**config.mk**
```make
export PLATFORM = sky130hd
export DESIGN_NAME = shift_unit
export DESIGN_NICKNAME = d
export VERILOG_FILES = /design/src/source/shift_pkg.sv /design/src/source/shift_cmd_if.sv /design/src/source/shift_reg_bank.sv /design/src/source/shift_operand_decoder.sv /design/src/source/barrel_shifter.sv /design/src/source/shift_handshake_ctrl.sv /design/src/source/shift_unit.sv
export SDC_FILE = /design/constraint.sdc
export NUM_CORES = 1
export LEC_CHECK = 0
export ABC_CLOCK_PERIOD_IN_PS = 5700
export BUFFER_PORTS_ARGS = -buffer_cell sky130_fd_sc_hd__buf_4
export CELL_PAD_IN_SITES_DETAIL_PLACEMENT = 1
export CELL_PAD_IN_SITES_GLOBAL_PLACEMENT = 1
export CORE_MARGIN = 2
export CORE_UTILIZATION = 56
export CTS_CLUSTER_DIAMETER = 60
export CTS_CLUSTER_SIZE = 8
export DETAILED_ROUTE_END_ITERATION = 16
export GPL_TIMING_DRIVEN = 0
export PLACE_DENSITY = 0.95
export RECOVER_POWER = 100
export SKIP_CTS_REPAIR_TIMING = 1
export SLEW_MARGIN = 20
export SYNTH_ARGS = -nofsm -noshare
export SYNTH_HDL_FRONTEND = slang
export SYNTH_SLANG_ARGS = --single-unit
```
**constraint.sdc**
```tcl
create_clock -name i_clk -period 5.7 [get_ports i_clk]
set_input_delay 1.14 -clock i_clk [delete_from_list [all_inputs] [get_ports i_clk]]
set_output_delay 1.14 -clock i_clk [all_outputs]
set_load 0.005 [all_outputs]
```
**src/source/shift_pkg.sv**
```systemverilog
package shift_pkg;

	// ARM shift_type bits [6:5]
	typedef enum logic [1:0]
	{
		LSL = 2'd0,
		LSR = 2'd1,
		ASR = 2'd2,
		ROR = 2'd3
	} shift_func_e;

	typedef logic [3:0] reg_addr_t;           // One of r0..r15

	// Shift by a 5 bit constant
	typedef struct packed
	{
		logic [4:0]  shift_imm;               // Zero selects the special forms
		shift_func_e shift_type;
		logic        reg_flag;                // Low here
		reg_addr_t   rm;
	} shift_imm_form_t;

	// Shift by the low byte of Rs
	typedef struct packed
	{
		reg_addr_t   rs;
		logic        pad;                     // Must be zero in this form
		shift_func_e shift_type;
		logic        reg_flag;                // High here
		reg_addr_t   rm;
	} shift_reg_form_t;

	// One operand-2 word, read through the view reg_flag selects
	typedef union packed
	{
		shift_imm_form_t imm;
		shift_reg_form_t regs;
	} shift_operand2_u;

endpackage

```
**src/source/shift_cmd_if.sv**
```systemverilog
`timescale 1ns/10ps

// Decoded shift command, decoder to barrel shifter
interface shift_cmd_if;
	import shift_pkg::*;

	logic [31:0] data;                        // Rm value
	logic        carry_in;                    // C flag from the request
	logic [7:0]  amount;                      // Rs[7:0] or zero extended immediate
	logic        imm_zero;                    // Immediate form with shift_imm of zero
	shift_func_e func;

	modport src
	(
		output data, carry_in, amount, imm_zero, func
	);

	modport dst
	(
		input data, carry_in, amount, imm_zero, func
	);

endinterface

```
**src/source/shift_reg_bank.sv**
```systemverilog
`timescale 1ns/10ps

module shift_reg_bank
(
	input  logic                 i_clk,
	input  logic                 i_arst_n,
	input  logic                 i_wr_en,
	input  shift_pkg::reg_addr_t i_wr_addr,
	input  logic [31:0]          i_wr_data,
	input  shift_pkg::reg_addr_t i_rm_addr,
	input  shift_pkg::reg_addr_t i_rs_addr,
	output logic [31:0]          o_rm_data,
	output logic [31:0]          o_rs_data
);

	logic [31:0] reg_q [0:15];                // r0..r15

	// Single write port
	// Registers come up as zero
	always_ff @(posedge i_clk or negedge i_arst_n)
	begin
		if (!i_arst_n)
		begin
			for (int i = 0; i < 16; i++)
			begin
				reg_q[i] <= '0;
			end
		end
		else if (i_wr_en)
		begin
			reg_q[i_wr_addr] <= i_wr_data;    // Visible to reads next cycle
		end
	end

	// Two combinational read ports
	always_comb
	begin
		o_rm_data = reg_q[i_rm_addr];         // Value to be shifted
		o_rs_data = reg_q[i_rs_addr];         // Shift amount source
	end

endmodule

```
**src/source/shift_operand_decoder.sv**
```systemverilog
`timescale 1ns/10ps

module shift_operand_decoder
(
	input  shift_pkg::shift_operand2_u i_operand2,
	input  logic [31:0]                i_rm_data,
	input  logic [31:0]                i_rs_data,
	input  logic                       i_carry,
	output shift_pkg::reg_addr_t       o_rm_addr,
	output shift_pkg::reg_addr_t       o_rs_addr,
	shift_cmd_if.src                   cmd
);

	// Rs port address
	// Only the register form uses the data behind it
	assign o_rs_addr = i_operand2.regs.rs;

	always_comb
	begin
		cmd.data     = i_rm_data;             // Rm always shifted
		cmd.carry_in = i_carry;
		o_rm_addr    = i_operand2.imm.rm;     // Same field position in both views
		cmd.func     = i_operand2.imm.shift_type;

		if (i_operand2.imm.reg_flag)
		begin
			// Register specified amount
			cmd.amount   = i_rs_data[7:0];    // Only the low byte of Rs counts
			cmd.imm_zero = 1'b0;              // Rs of zero is a true zero shift
		end
		else
		begin
			// Immediate amount of 0..31
			cmd.amount   = {3'b000, i_operand2.imm.shift_imm};
			// Zero here selects LSR #32, ASR #32 or RRX
			cmd.imm_zero = (i_operand2.imm.shift_imm == 5'd0);
		end
	end

endmodule

```
**src/source/barrel_shifter.sv**
```systemverilog
`timescale 1ns/10ps

module barrel_shifter
(
	shift_cmd_if.dst    cmd,
	output logic [31:0] o_result,
	output logic        o_carry
);
	import shift_pkg::*;

	logic [4:0]       shift_amount;           // Amount seen by the rotator
	logic             shift_nzero;            // Nonzero amount
	logic             shift_over;             // 32 or more
	logic             shift_32;               // Exactly 32
	logic             rrx;                    // ROR #0 in the immediate form
	logic             direction;              // Set for right rotation
	logic             asr_sign;               // Fill bit for ASR
	logic [15:0]      low_mask;               // Mask helper from amount[3:0]
	logic [31:0]      base_mask;              // Ones from bit n upwards
	logic [31:0]      lsl_mask;
	logic [31:0]      lsr_mask;
	logic [5:0][31:0] rot_stage;              // Rotator levels with the input at 0
	logic [31:0]      rot_prod;
	logic [31:0]      masked;

	// Amount qualification and the immediate zero forms
	always_comb
	begin
		shift_amount = cmd.amount[4:0];
		shift_over   = |cmd.amount[7:5];
		shift_32     = (cmd.amount == 8'd32);
		shift_nzero  = |cmd.amount;
		rrx          = 1'b0;
		if (cmd.imm_zero)
		begin
			case (cmd.func)
				LSR, ASR:
				begin
					// #0 encodes #32
					shift_nzero = 1'b1;
					shift_over  = 1'b1;
					shift_32    = 1'b1;
				end
				ROR:
				begin
					// RRX is a one bit rotate with C into bit 31
					rrx          = 1'b1;
					shift_amount = 5'd1;
					shift_nzero  = 1'b1;
				end
				default:
				begin
					rrx = 1'b0;               // LSL #0 passes the value through
				end
			endcase
		end
	end

	assign direction = (cmd.func != LSL);     // Only LSL rotates left

	// Five level rotator with one power of two per level
	assign rot_stage[0] = cmd.data;
	for (genvar i = 0; i < 5; i++)
	begin : g_rot
		localparam int step = 1 << i;

		assign rot_stage[i + 1] =
			!shift_amount[i] ? rot_stage[i] :
			direction ? {rot_stage[i][step - 1:0], rot_stage[i][31:step]} :
			{rot_stage[i][31 - step:0], rot_stage[i][31:32 - step]};
	end
	assign rot_prod = rot_stage[5];

	// Masks are ready well before the rotated product
	always_comb
	begin
		low_mask = 16'hffff << shift_amount[3:0];
		if (shift_over)
			base_mask = '0;                   // Everything shifted out
		else if (shift_amount[4])
			base_mask = {low_mask, 16'h0000};
		else
			base_mask = {16'hffff, low_mask};

		// Left mask bites for LSL only
		lsl_mask = (cmd.func == LSL) ? base_mask : '1;
		// Right mask is the left one mirrored
		if (cmd.func == LSR || cmd.func == ASR)
			lsr_mask = bit_swap(base_mask);
		else
			lsr_mask = '1;                    // ROR and LSL keep all bits

		asr_sign = (cmd.func == ASR) && cmd.data[31];
		masked   = (rot_prod & lsl_mask & lsr_mask) | ({32{asr_sign}} & ~lsr_mask);
	end

	// Top bit and carry per function
	always_comb
	begin
		o_result = masked;
		case (cmd.func)
			LSL:
			begin
				if (!shift_nzero)
					o_carry = cmd.carry_in;
				else if (shift_over && !shift_32)
					o_carry = 1'b0;           // Past bit 0 entirely
				else
					o_carry = rot_prod[0];    // Bit 32-n or bit 0 for #32
			end
			LSR:
			begin
				if (!shift_nzero)
					o_carry = cmd.carry_in;
				else if (shift_over && !shift_32)
					o_carry = 1'b0;
				else
					o_carry = rot_prod[31];   // Bit n-1 or bit 31 for #32
			end
			ASR:
			begin
				if (!shift_nzero)
					o_carry = cmd.carry_in;
				else if (shift_over)
					o_carry = cmd.data[31];   // Sign fills everything
				else
					o_carry = rot_prod[31];
			end
			default:
			begin
				// ROR and RRX
				if (rrx)
				begin
					o_result = {cmd.carry_in, masked[30:0]};
					o_carry  = cmd.data[0];
				end
				else if (shift_nzero)
					o_carry = rot_prod[31];   // Also for multiples of 32
				else
					o_carry = cmd.carry_in;
			end
		endcase
	end

	// Mirror a 32 bit word
	function automatic logic [31:0] bit_swap(input logic [31:0] value);
		logic [31:0] swapped;

		for (int i = 0; i < 32; i++)
		begin
			swapped[i] = value[31 - i];
		end
		return swapped;
	endfunction

endmodule

```
**src/source/shift_handshake_ctrl.sv**
```systemverilog
`timescale 1ns/10ps

module shift_handshake_ctrl
(
	input  logic                       i_clk,
	input  logic                       i_arst_n,
	input  logic                       i_req,
	input  shift_pkg::shift_operand2_u i_operand2,
	input  logic                       i_carry,
	output shift_pkg::shift_operand2_u o_operand2,
	output logic                       o_carry_in,
	input  logic [31:0]                i_shift_result,
	input  logic                       i_shift_carry,
	output logic                       o_ack,
	output logic [31:0]                o_result,
	output logic                       o_carry
);

	typedef enum logic
	{
		ST_IDLE,
		ST_BUSY                               // Computing or acknowledged
	} state_e;

	state_e state_q;

	always_ff @(posedge i_clk or negedge i_arst_n)
	begin
		if (!i_arst_n)
		begin
			state_q  <= ST_IDLE;
			o_ack    <= 1'b0;
			o_result <= '0;
			o_carry  <= 1'b0;
		end
		else
		begin
			case (state_q)
				ST_IDLE:
				begin
					if (i_req)
						state_q <= ST_BUSY;   // Operand captured below
				end
				default:
				begin
					if (!o_ack)
					begin
						// Shifter has settled on the captured operand
						o_result <= i_shift_result;
						o_carry  <= i_shift_carry;
						o_ack    <= 1'b1;
					end
					else if (!i_req)
					begin
						o_ack   <= 1'b0;      // Requester let go
						state_q <= ST_IDLE;
					end
				end
			endcase
		end
	end

	// Operand and flag held for the whole transaction
	always_ff @(posedge i_clk)
	begin
		if (state_q == ST_IDLE && i_req)
		begin
			o_operand2 <= i_operand2;
			o_carry_in <= i_carry;
		end
	end

endmodule

```
**src/source/shift_unit.sv**
```systemverilog
`timescale 1ns/10ps

module shift_unit
(
	input  logic        i_clk,
	input  logic        i_arst_n,
	input  logic        i_wr_en,                // Register write port
	input  logic [3:0]  i_wr_addr,
	input  logic [31:0] i_wr_data,
	input  logic        i_req,                  // Four phase request
	input  logic [11:0] i_operand2,
	input  logic        i_carry,
	output logic        o_ack,
	output logic [31:0] o_result,
	output logic        o_carry
);
	import shift_pkg::*;

	shift_operand2_u operand2_q;                // Captured operand-2 field
	logic            carry_q;
	reg_addr_t       rm_addr;
	reg_addr_t       rs_addr;
	logic [31:0]     rm_data;
	logic [31:0]     rs_data;
	logic [31:0]     shift_result;
	logic            shift_carry;

	shift_cmd_if cmd_if_i ();

	shift_handshake_ctrl ctrl_i (
		.i_clk(i_clk), .i_arst_n(i_arst_n), .i_req(i_req),
		.i_operand2(i_operand2), .i_carry(i_carry),
		.o_operand2(operand2_q), .o_carry_in(carry_q),
		.i_shift_result(shift_result), .i_shift_carry(shift_carry),
		.o_ack(o_ack), .o_result(o_result), .o_carry(o_carry)
	);

	shift_reg_bank bank_i (
		.i_clk(i_clk), .i_arst_n(i_arst_n), .i_wr_en(i_wr_en),
		.i_wr_addr(i_wr_addr), .i_wr_data(i_wr_data),
		.i_rm_addr(rm_addr), .i_rs_addr(rs_addr),
		.o_rm_data(rm_data), .o_rs_data(rs_data)
	);

	shift_operand_decoder decoder_i (
		.i_operand2(operand2_q), .i_rm_data(rm_data), .i_rs_data(rs_data),
		.i_carry(carry_q), .o_rm_addr(rm_addr), .o_rs_addr(rs_addr),
		.cmd(cmd_if_i.src)
	);

	barrel_shifter shifter_i (
		.cmd(cmd_if_i.dst), .o_result(shift_result), .o_carry(shift_carry)
	);

endmodule

```
==> flow_summary.ini, run 1 <==
[yosys]
synth_ff_type = dfrtp_1
ys_warn_count = 0
yosysUniqueCellTypes = 88
async_flop_share = 0.977
synth.yosys.seq_area_share = 0.435
ys_ff_latch = 560
syn_nets = 2727
syn_area_per_cell_sq_um = 12.1
synth_edf_count = 13
postSynthCellCount = 2668
syn_area_sq_um = 32400

[grt]
grt_pass1_vias = 35800
track_usage = 0.673
grt_overflow = 92
grt_start_max_net_pins = 111
grt_first_pass_wirelength_microns = 283000

[clock_tree]
clkSinkCount = 560
cts_root_buf = clkbuf_16
h-tree-depth = 3
cts_inserted_buffers = 81
cts.path.max_buffers = 3

[placement]
dpl.hpwl_microns = 117000
port_buffers = 86
gp_congestion = 1.03
placed_cells = 3526

[floorplan]
pin_count = 87
die_h_microns = 244
rows = 88
initial_core_util = 0.564
die_w_microns = 244

[status]
error_line = [ERROR GRT-0116] Global routing finished with congestion. Check the congestion regions in the DRC Viewer.
status = stopped before the end
lastStage = global routing (5_1_grt)
-- logic make-up after synthesis --
| logic type | after synthesis | share of synthesized area |
|---|---|---|
| mux | 840 | 0.349 |
| compound gates | 573 | 0.119 |
| fa+ha+maj | 6 | 0.00232 |
| flops | 560 | 0.435 |
| simple gates | 432 | 0.0613 |
| buf+inv | 256 | 0.0336 |
| xor+xnor | 1 | 0.000271 |
-- stage by stage --
stage | TNS, ns | hold slack [ns] | area, sq um | worst slack [ns]
detailed placement | -6.81 | 0.491 | 34100 | -0.806
floorplan | 0 | 0.475 | 32400 | 1.95
CTS | -12.77 | 0.494 | 36400 | -1.17
global placement | -981.22 | 0.482 | 34000 | -1.97
-- cell usage after synthesis (8+ instances only) --
master	number	area, sq um
a21oi_1	103	515
o21ai_0	112	561
a31oi_1	15	93.8
inv_1	8	30.0
nand2_1	145	544
buf_2	58	290
o211ai_1	56	420
a221oi_1	11	96.3
edfxtp_1	13	390
nand3_1	42	210
nor3_1	28	140
a21o_1	9	67.6
mux2_2	553	6230
nor2b_1	9	56.3
o22ai_1	44	275
mux2i_1	112	1120
clkbuf_1	160	601
buf_1	19	71.3
nor2_1	131	492
or3_1	8	50.1
o221ai_1	12	105
a22oi_1	73	548
and3_1	10	62.6
nand2b_1	13	81.3
o21ai_1	17	85.1
dfrtp_1	547	13700
mux4_2	174	3920
o31ai_1	9	67.6
a211oi_1	21	158
-- metal layers --
metal,overflow,track usage
met1,0,0.721
met2,46,0.868
met3,0,0.472
met4,46,0.577
met5,0,0.185
==> inputs of run 2 (changes only) <==
--- a/config.mk
+++ b/config.mk
@@ -7,15 +7,11 @@
 export LEC_CHECK = 0
 export ABC_CLOCK_PERIOD_IN_PS = 5700
 export BUFFER_PORTS_ARGS = -buffer_cell sky130_fd_sc_hd__buf_4
-export CELL_PAD_IN_SITES_DETAIL_PLACEMENT = 1
-export CELL_PAD_IN_SITES_GLOBAL_PLACEMENT = 1
 export CORE_MARGIN = 2
-export CORE_UTILIZATION = 56
-export CTS_CLUSTER_DIAMETER = 60
-export CTS_CLUSTER_SIZE = 8
+export CORE_UTILIZATION = 40
 export DETAILED_ROUTE_END_ITERATION = 16
 export GPL_TIMING_DRIVEN = 0
-export PLACE_DENSITY = 0.95
+export PLACE_DENSITY_LB_ADDON = 0.15
 export RECOVER_POWER = 100
 export SKIP_CTS_REPAIR_TIMING = 1
 export SLEW_MARGIN = 20
==> run 2 against run 1 <==
  * The flow now finishes, with violations (max-capacitance violations, max-slew violations, negative setup slack)
  * Area after synthesis is the same
  * Synthesized cell count did not move
==> flow_summary.ini, run 2 <==
[status]
status = finished, violations left
violations = max-capacitance violations, max-slew violations, negative setup slack

[pwr]
max-vdd-ir-drop_mv = 0.250
seqPwrFrac = 0.376
power.internal_mw = 9.61
switchingPower_mw = 5.25
finalPower_mw = 14.9
power.leakage_nw = 14.9
clkPwrFrac = 0.290
pwr-share-comb = 0.334
p_per_area_nw_per_um2 = 403
p_sw_frac = 0.353

[sta]
setup_viol = 1
slew_violations = 263
max_freq_ghz = 0.175
hold_viol = 0
worst_pin_slew_ns = 3.75
finClkSkew_ns = 0.0377
totalNegativeSetupSlack_ns = -0.0145
relSlewSlack = -1.50
whs_ns = 0.463
min_period_ns = 5.71
finalCritPeriodShare = 1.00
fin_ws_ns = -0.0145

[floorplan]
die_area_sq_um = 83200
die_w_microns = 288
rows = 104
coreArea_sq_um = 80300
initial_core_util = 0.403
die_h_microns = 288
pin_count = 87

[yosys]
syn_area_per_cell_sq_um = 12.1
postSynthCellCount = 2668
ys_ff_latch = 560
ys_warn_count = 0
synth.yosys.seq_area_share = 0.435
yosysTopAreaCellShare = 0.423
ys_top_cells_by_count = mux2_2, dfrtp_1, mux4_2
synth_ff_type = dfrtp_1
synth_edf_count = 13
synth_top_area_cell = dfrtp_1
yosysUniqueCellTypes = 88
synthTopCellsByArea = dfrtp_1, mux2_2, mux4_2
async_flop_share = 0.977
synth_most_common_cell = mux2_2
syn_area_sq_um = 32400
syn_nets = 2727

[routing]
dr.pass1.iters = 6
wl_per_cell_microns = 34.4
via_count = 26000
vias_per_cell = 6.59
ant_nets = 0
drcViolationCount = 0
initialDrtViolationCount = 2785
totalWireLength_microns = 136000

[critical_path]
arrival_ns = 6.19
start_kind = register
ff2ff_path_depth = 15
worstPathRequired_ns = 6.17
critical_path_class = register to register
crit_fanout = 11
endpoint_kind = register

[grt]
track_usage = 0.329
antenna_found_initial = 2
grt_overflow = 0
grt_start_max_net_pins = 96
grt_first_pass_wirelength_microns = 197000
grt_pass1_vias = 26600

[layout]
reg_top3 = bank_i.reg_q (512), ctrl_i.o_result (32), ctrl_i.o_operand2 (12)
largest_reg_flops = 512
nets = 2901
drive_gt1_frac = 0.357
area_delta_synth_final_pct = 13.8
mostFrequentLayoutCell = mux2_2
final_cell_mix = mux2_2, dfrtp_1, clkbuf_1
fin_util = 0.459
regMostFlops = bank_i.reg_q
fin_cells = 3951

[placement]
placed_cells = 3822
dpl.hpwl_microns = 100000
gp_congestion = 0.980
port_buffers = 86

[clock_tree]
tritoncts = built
cts.path.max_buffers = 3
cts_inserted_buffers = 66
cts_root_buf = clkbuf_16
h-tree-depth = 3
insertion_delay_ns = 0.63
clkSinkCount = 560
clkTransAtPathRegs_ns = 0.06

[flow_run]
cap_violations = 3

[min_path]
hold_class = input port to asynchronous set/reset pin
[run 2: cell counts after synthesis]
Identical to the previous run, type by type.
[run 2: final timing paths]
| kind | startpoint | to | slack [ns] |
|---|---|---|---|
| setup / recovery | ctrl_i.o_operand2[2] | ctrl_i.o_result[10] | -0.01 |
| hold / removal | i_arst_n | bank_i.reg_q[294] | 0.46 |
| max in group asynchronous | i_arst_n | bank_i.reg_q[491] | 0.95 |
| hold reg to reg | bank_i.reg_q[311] | bank_i.reg_q[311] | 0.50 |
| setup reg to reg | ctrl_i.o_operand2[2] | ctrl_i.o_result[10] | -0.01 |
| min in group i_clk | bank_i.reg_q[311] | bank_i.reg_q[311] | 0.50 |
[run 2: layer usage]
layer,track usage,share of wire,up-vias
li1,-,-,10600
met1,0.456,0.43,13800
met2,0.512,0.45,1311
met3,0.0607,0.077,296
met4,0.129,0.044,0
met5,0,0,-
[run 2: cell type report]
type,count,area (sq um)
Sequential cell,560,14100
Tap cell,1060,1330
Clock buffer,91,1910
Timing Repair Buffer,107,777
Fill cell,7359,43500
Clock inverter,25,329
Buffer,246,1090
Antenna cell,1,2.50
Multi-Input combinational cell,1852,17300
Inverter,9,33.8
[run 2: kinds of logic after synthesis]
logic type                 after synthesis  share of synthesized area
AOI/OAI and AO/OA                      573                      0.119
xor gates and xnor gates                 1                   0.000271
adders and majority gates                6                    0.00232
buffers and inverters                  256                     0.0336
DFF                                    560                      0.435
muxes                                  840                      0.349
and+or+nand+nor                        432                     0.0613
[run 2: power groups by stage]
stage / clock network, mW / logic [mW] / registers (mW)
final: 4.31 / 4.96 / 5.59
after global routing: 4.58 / 5.18 / 5.70
after CTS: 4.40 / 4.84 / 5.57
after detailed placement: 0 / 4.82 / 5.64
after global placement: 0 / 4.77 / 5.56
after floorplan: 0 / 3.02 / 5.41
[run 2: through the flow]
step / setup slack [ns] / instance area, sq um
finish: -0.0145 / 36800
global route: -0.00477 / 36800
CTS: -0.841 / 36800
global placement: -2.34 / 34300
detailed placement: -0.782 / 34600
floorplan: 1.95 / 32400
[run 2: critical path, stage by stage, from the launching register on]
cell       delay, ns
edfxtp_1        0.45
buf_2           0.34
buf_2           0.45
clkbuf_4        0.40
buf_2           0.38
buf_2           0.43
mux2i_1         0.27
mux2i_1         0.11
o21ai_0         0.33
nand2_1         0.42
a222oi_1        0.64
o21ai_0         0.29
a2bb2oi_1       0.22
o221ai_1        0.35
a32oi_1         0.35
a31oi_1         0.12
No activity file was read; power rests on OpenSTA's default activity.
==> inputs of run 3 (changes only) <==
--- a/config.mk
+++ b/config.mk
@@ -7,6 +7,7 @@
 export LEC_CHECK = 0
 export ABC_CLOCK_PERIOD_IN_PS = 5700
 export BUFFER_PORTS_ARGS = -buffer_cell sky130_fd_sc_hd__buf_4
+export CORE_ASPECT_RATIO = 0.5
 export CORE_MARGIN = 2
 export CORE_UTILIZATION = 40
 export DETAILED_ROUTE_END_ITERATION = 16
==> run 3 against run 2 <==
  * The run ends with max-capacitance violations, max-slew violations left
  * Global-route usage is 1.7 points lower
  * Clock skew decreased by 0.011 ns
  * First-iteration DRC count rose by 26%
  * Critical path depth decreased by 1
  * Critical path type unchanged
  * Critical endpoint is now ctrl_i.o_result[0]
==> flow_summary.ini, run 3 (synthesis gave the netlist of run 2 again) <==
[critical_path]
critPathTopFamily = compound AO/OA/AOI/OAI gates
cp.buffers_inverters = 3
slowest_stage = clkbuf_2
crit_fanout = 10
crit_top_cell = mux2i_1
slowest_delay_ns = 0.64
arrival_ns = 6.16
start_kind = register
worstPathRequired_ns = 6.21
cp_cell_sequence = buf_2 > buf_2 > clkbuf_2 > mux4_2 > mux2i_1 > o22ai_1 > o211ai_1 > o21ai_1 > mux2i_1 > o221ai_1 > a311oi_2 > mux2i_1 > a221oi_1 > nor2_1
critical_path_class = register to register
endpoint_kind = register

[clock_tree]
clkTransAtPathRegs_ns = 0.06
h-tree-depth = 2
cts_inserted_buffers = 54
cts.path.max_buffers = 3
tritoncts = built
clkSinkCount = 560
cts_root_buf = clkbuf_16
insertion_delay_ns = 0.66

[floorplan]
die_h_microns = 205
rows = 73
pin_count = 87
die_area_sq_um = 83300
coreArea_sq_um = 79700
initial_core_util = 0.406
die_w_microns = 406

[placement]
port_buffers = 86
gp_congestion = 1.04
dpl.hpwl_microns = 95000

[layout]
area_delta_synth_final_pct = 13.2
reg_top3 = bank_i.reg_q (512), ctrl_i.o_result (32), ctrl_i.o_operand2 (12)
regMostFlops = bank_i.reg_q
n_fill_cell = 7279
largest_reg_flops = 512
mostFrequentLayoutCell = mux2_2
final_cell_mix = mux2_2, dfrtp_1, clkbuf_1
nets = 2882
drive_gt1_frac = 0.359

[pwr]
pwr-share-comb = 0.336
finalPower_mw = 14.7
switchingPower_mw = 5.15
max-vdd-ir-drop_mv = 0.255
p_per_area_nw_per_um2 = 400
power.internal_mw = 9.51
power.leakage_nw = 14.9
seqPwrFrac = 0.379
clkPwrFrac = 0.285
p_sw_frac = 0.351

[routing]
vias_per_cell = 6.55
initialDrtViolationCount = 3514
wl_per_cell_microns = 32.8
via_count = 25900
drcViolationCount = 0
ant_nets = 0
dr.pass1.iters = 6
totalWireLength_microns = 130000

[sta]
relSlewSlack = -0.658
rsz0062_at_grt = false
hold_viol = 0
finalCritPeriodShare = 0.991
finClkSkew_ns = 0.0265
worst_pin_slew_ns = 2.49
min_period_ns = 5.65
max_freq_ghz = 0.177
setup_viol = 0
slew_violations = 298
totalNegativeSetupSlack_ns = 0
whs_ns = 0.499

[grt]
track_usage = 0.312
busiest_layer = met1
grtUsageMet1 = 0.479
grt_start_max_net_pins = 96
grt_util_met3 = 0.0650
grt_first_pass_wirelength_microns = 187000
grt_overflow = 0
antenna_found_initial = 0
use_met2 = 0.439
grt_pass1_vias = 25300

[status]
violations = max-capacitance violations, max-slew violations
status = finished, violations left

[min_path]
hold_class = register to register

[flow_run]
cap_violations = 4
-- run 3: changes by cell type in the layout (fill, tap and decap cells not counted), moves of 3 or more --
cell,previous run,this run
bufinv_16,4,10
clkbuf_16,67,54
o21ai_2,5,2
clkbuf_2,5,16
clkbuf_1,194,178
clkbuf_4,47,53
buf_2,44,41
buf_4,54,44
clkbuf_8,14,18
clkinv_8,3,0
clkinvlp_4,5,2
-- run 3: final timing paths --
| check | startpoint | slack [ns] | endpoint | cells past startpoint |
|---|---|---|---|---|
| hold reg to reg | bank_i.reg_q[347] | 0.50 | bank_i.reg_q[347] | 1 |
| hold / removal | bank_i.reg_q[347] | 0.50 | bank_i.reg_q[347] | 1 |
| min in group asynchronous | i_arst_n | 1.02 | bank_i.reg_q[475] | 1 |
| setup reg to reg | ctrl_i.o_operand2[2] | 0.05 | ctrl_i.o_result[0] | 14 |
| setup / recovery | ctrl_i.o_operand2[2] | 0.05 | ctrl_i.o_result[0] | 14 |
| max in group asynchronous | i_arst_n | 0.81 | ctrl_i.o_result[20] | 4 |
-- run 3: routing by layer --
| layer | vias up | routed length [microns] |
|---|---|---|
| met5 | - | 0 |
| met2 | 1449 | 53600 |
| met3 | 222 | 13100 |
| met1 | 13700 | 59500 |
| li1 | 10600 | - |
| met4 | 0 | 3750 |
-- run 3: per-stage QoR --
step / worst slack, ns / area [sq um] / utilization / std cells
6_report: 0.0519 / 36600 / 0.460 / 3958
3_3_place_gp: -2.51 / 34400 / 0.431 / 3841
2_1_floorplan: 1.95 / 32400 / - / 2668
4_1_cts: -0.472 / 36700 / 0.460 / 3952
5_1_grt: 0.00333 / 36600 / 0.459 / 3956
3_5_place_dp: -0.430 / 34600 / 0.434 / 3850
-- run 3: area by class of cell --
cell class	count	area, sq um	share of cell area
Tap cell	1087	1360	0.0371
Inverter	9	37.5	0.00102
Sequential cell	560	14100	0.384
Clock buffer	74	1610	0.0438
Timing Repair Buffer	99	727	0.0198
Antenna cell	2	5.00	0.000137
Multi-Input combinational cell	1852	17300	0.471
Clock inverter	28	464	0.0127
Buffer	247	1090	0.0297
-- run 3: power groups by stage --
stage | clock (mW) | sequential (mW) | combinational, mW
after floorplan | 0 | 5.41 | 3.02
after global placement | 0 | 5.58 | 4.69
after detailed placement | 0 | 5.62 | 4.73
after CTS | 4.23 | 5.55 | 4.75
after global routing | 4.40 | 5.68 | 5.14
final | 4.17 | 5.56 | 4.93
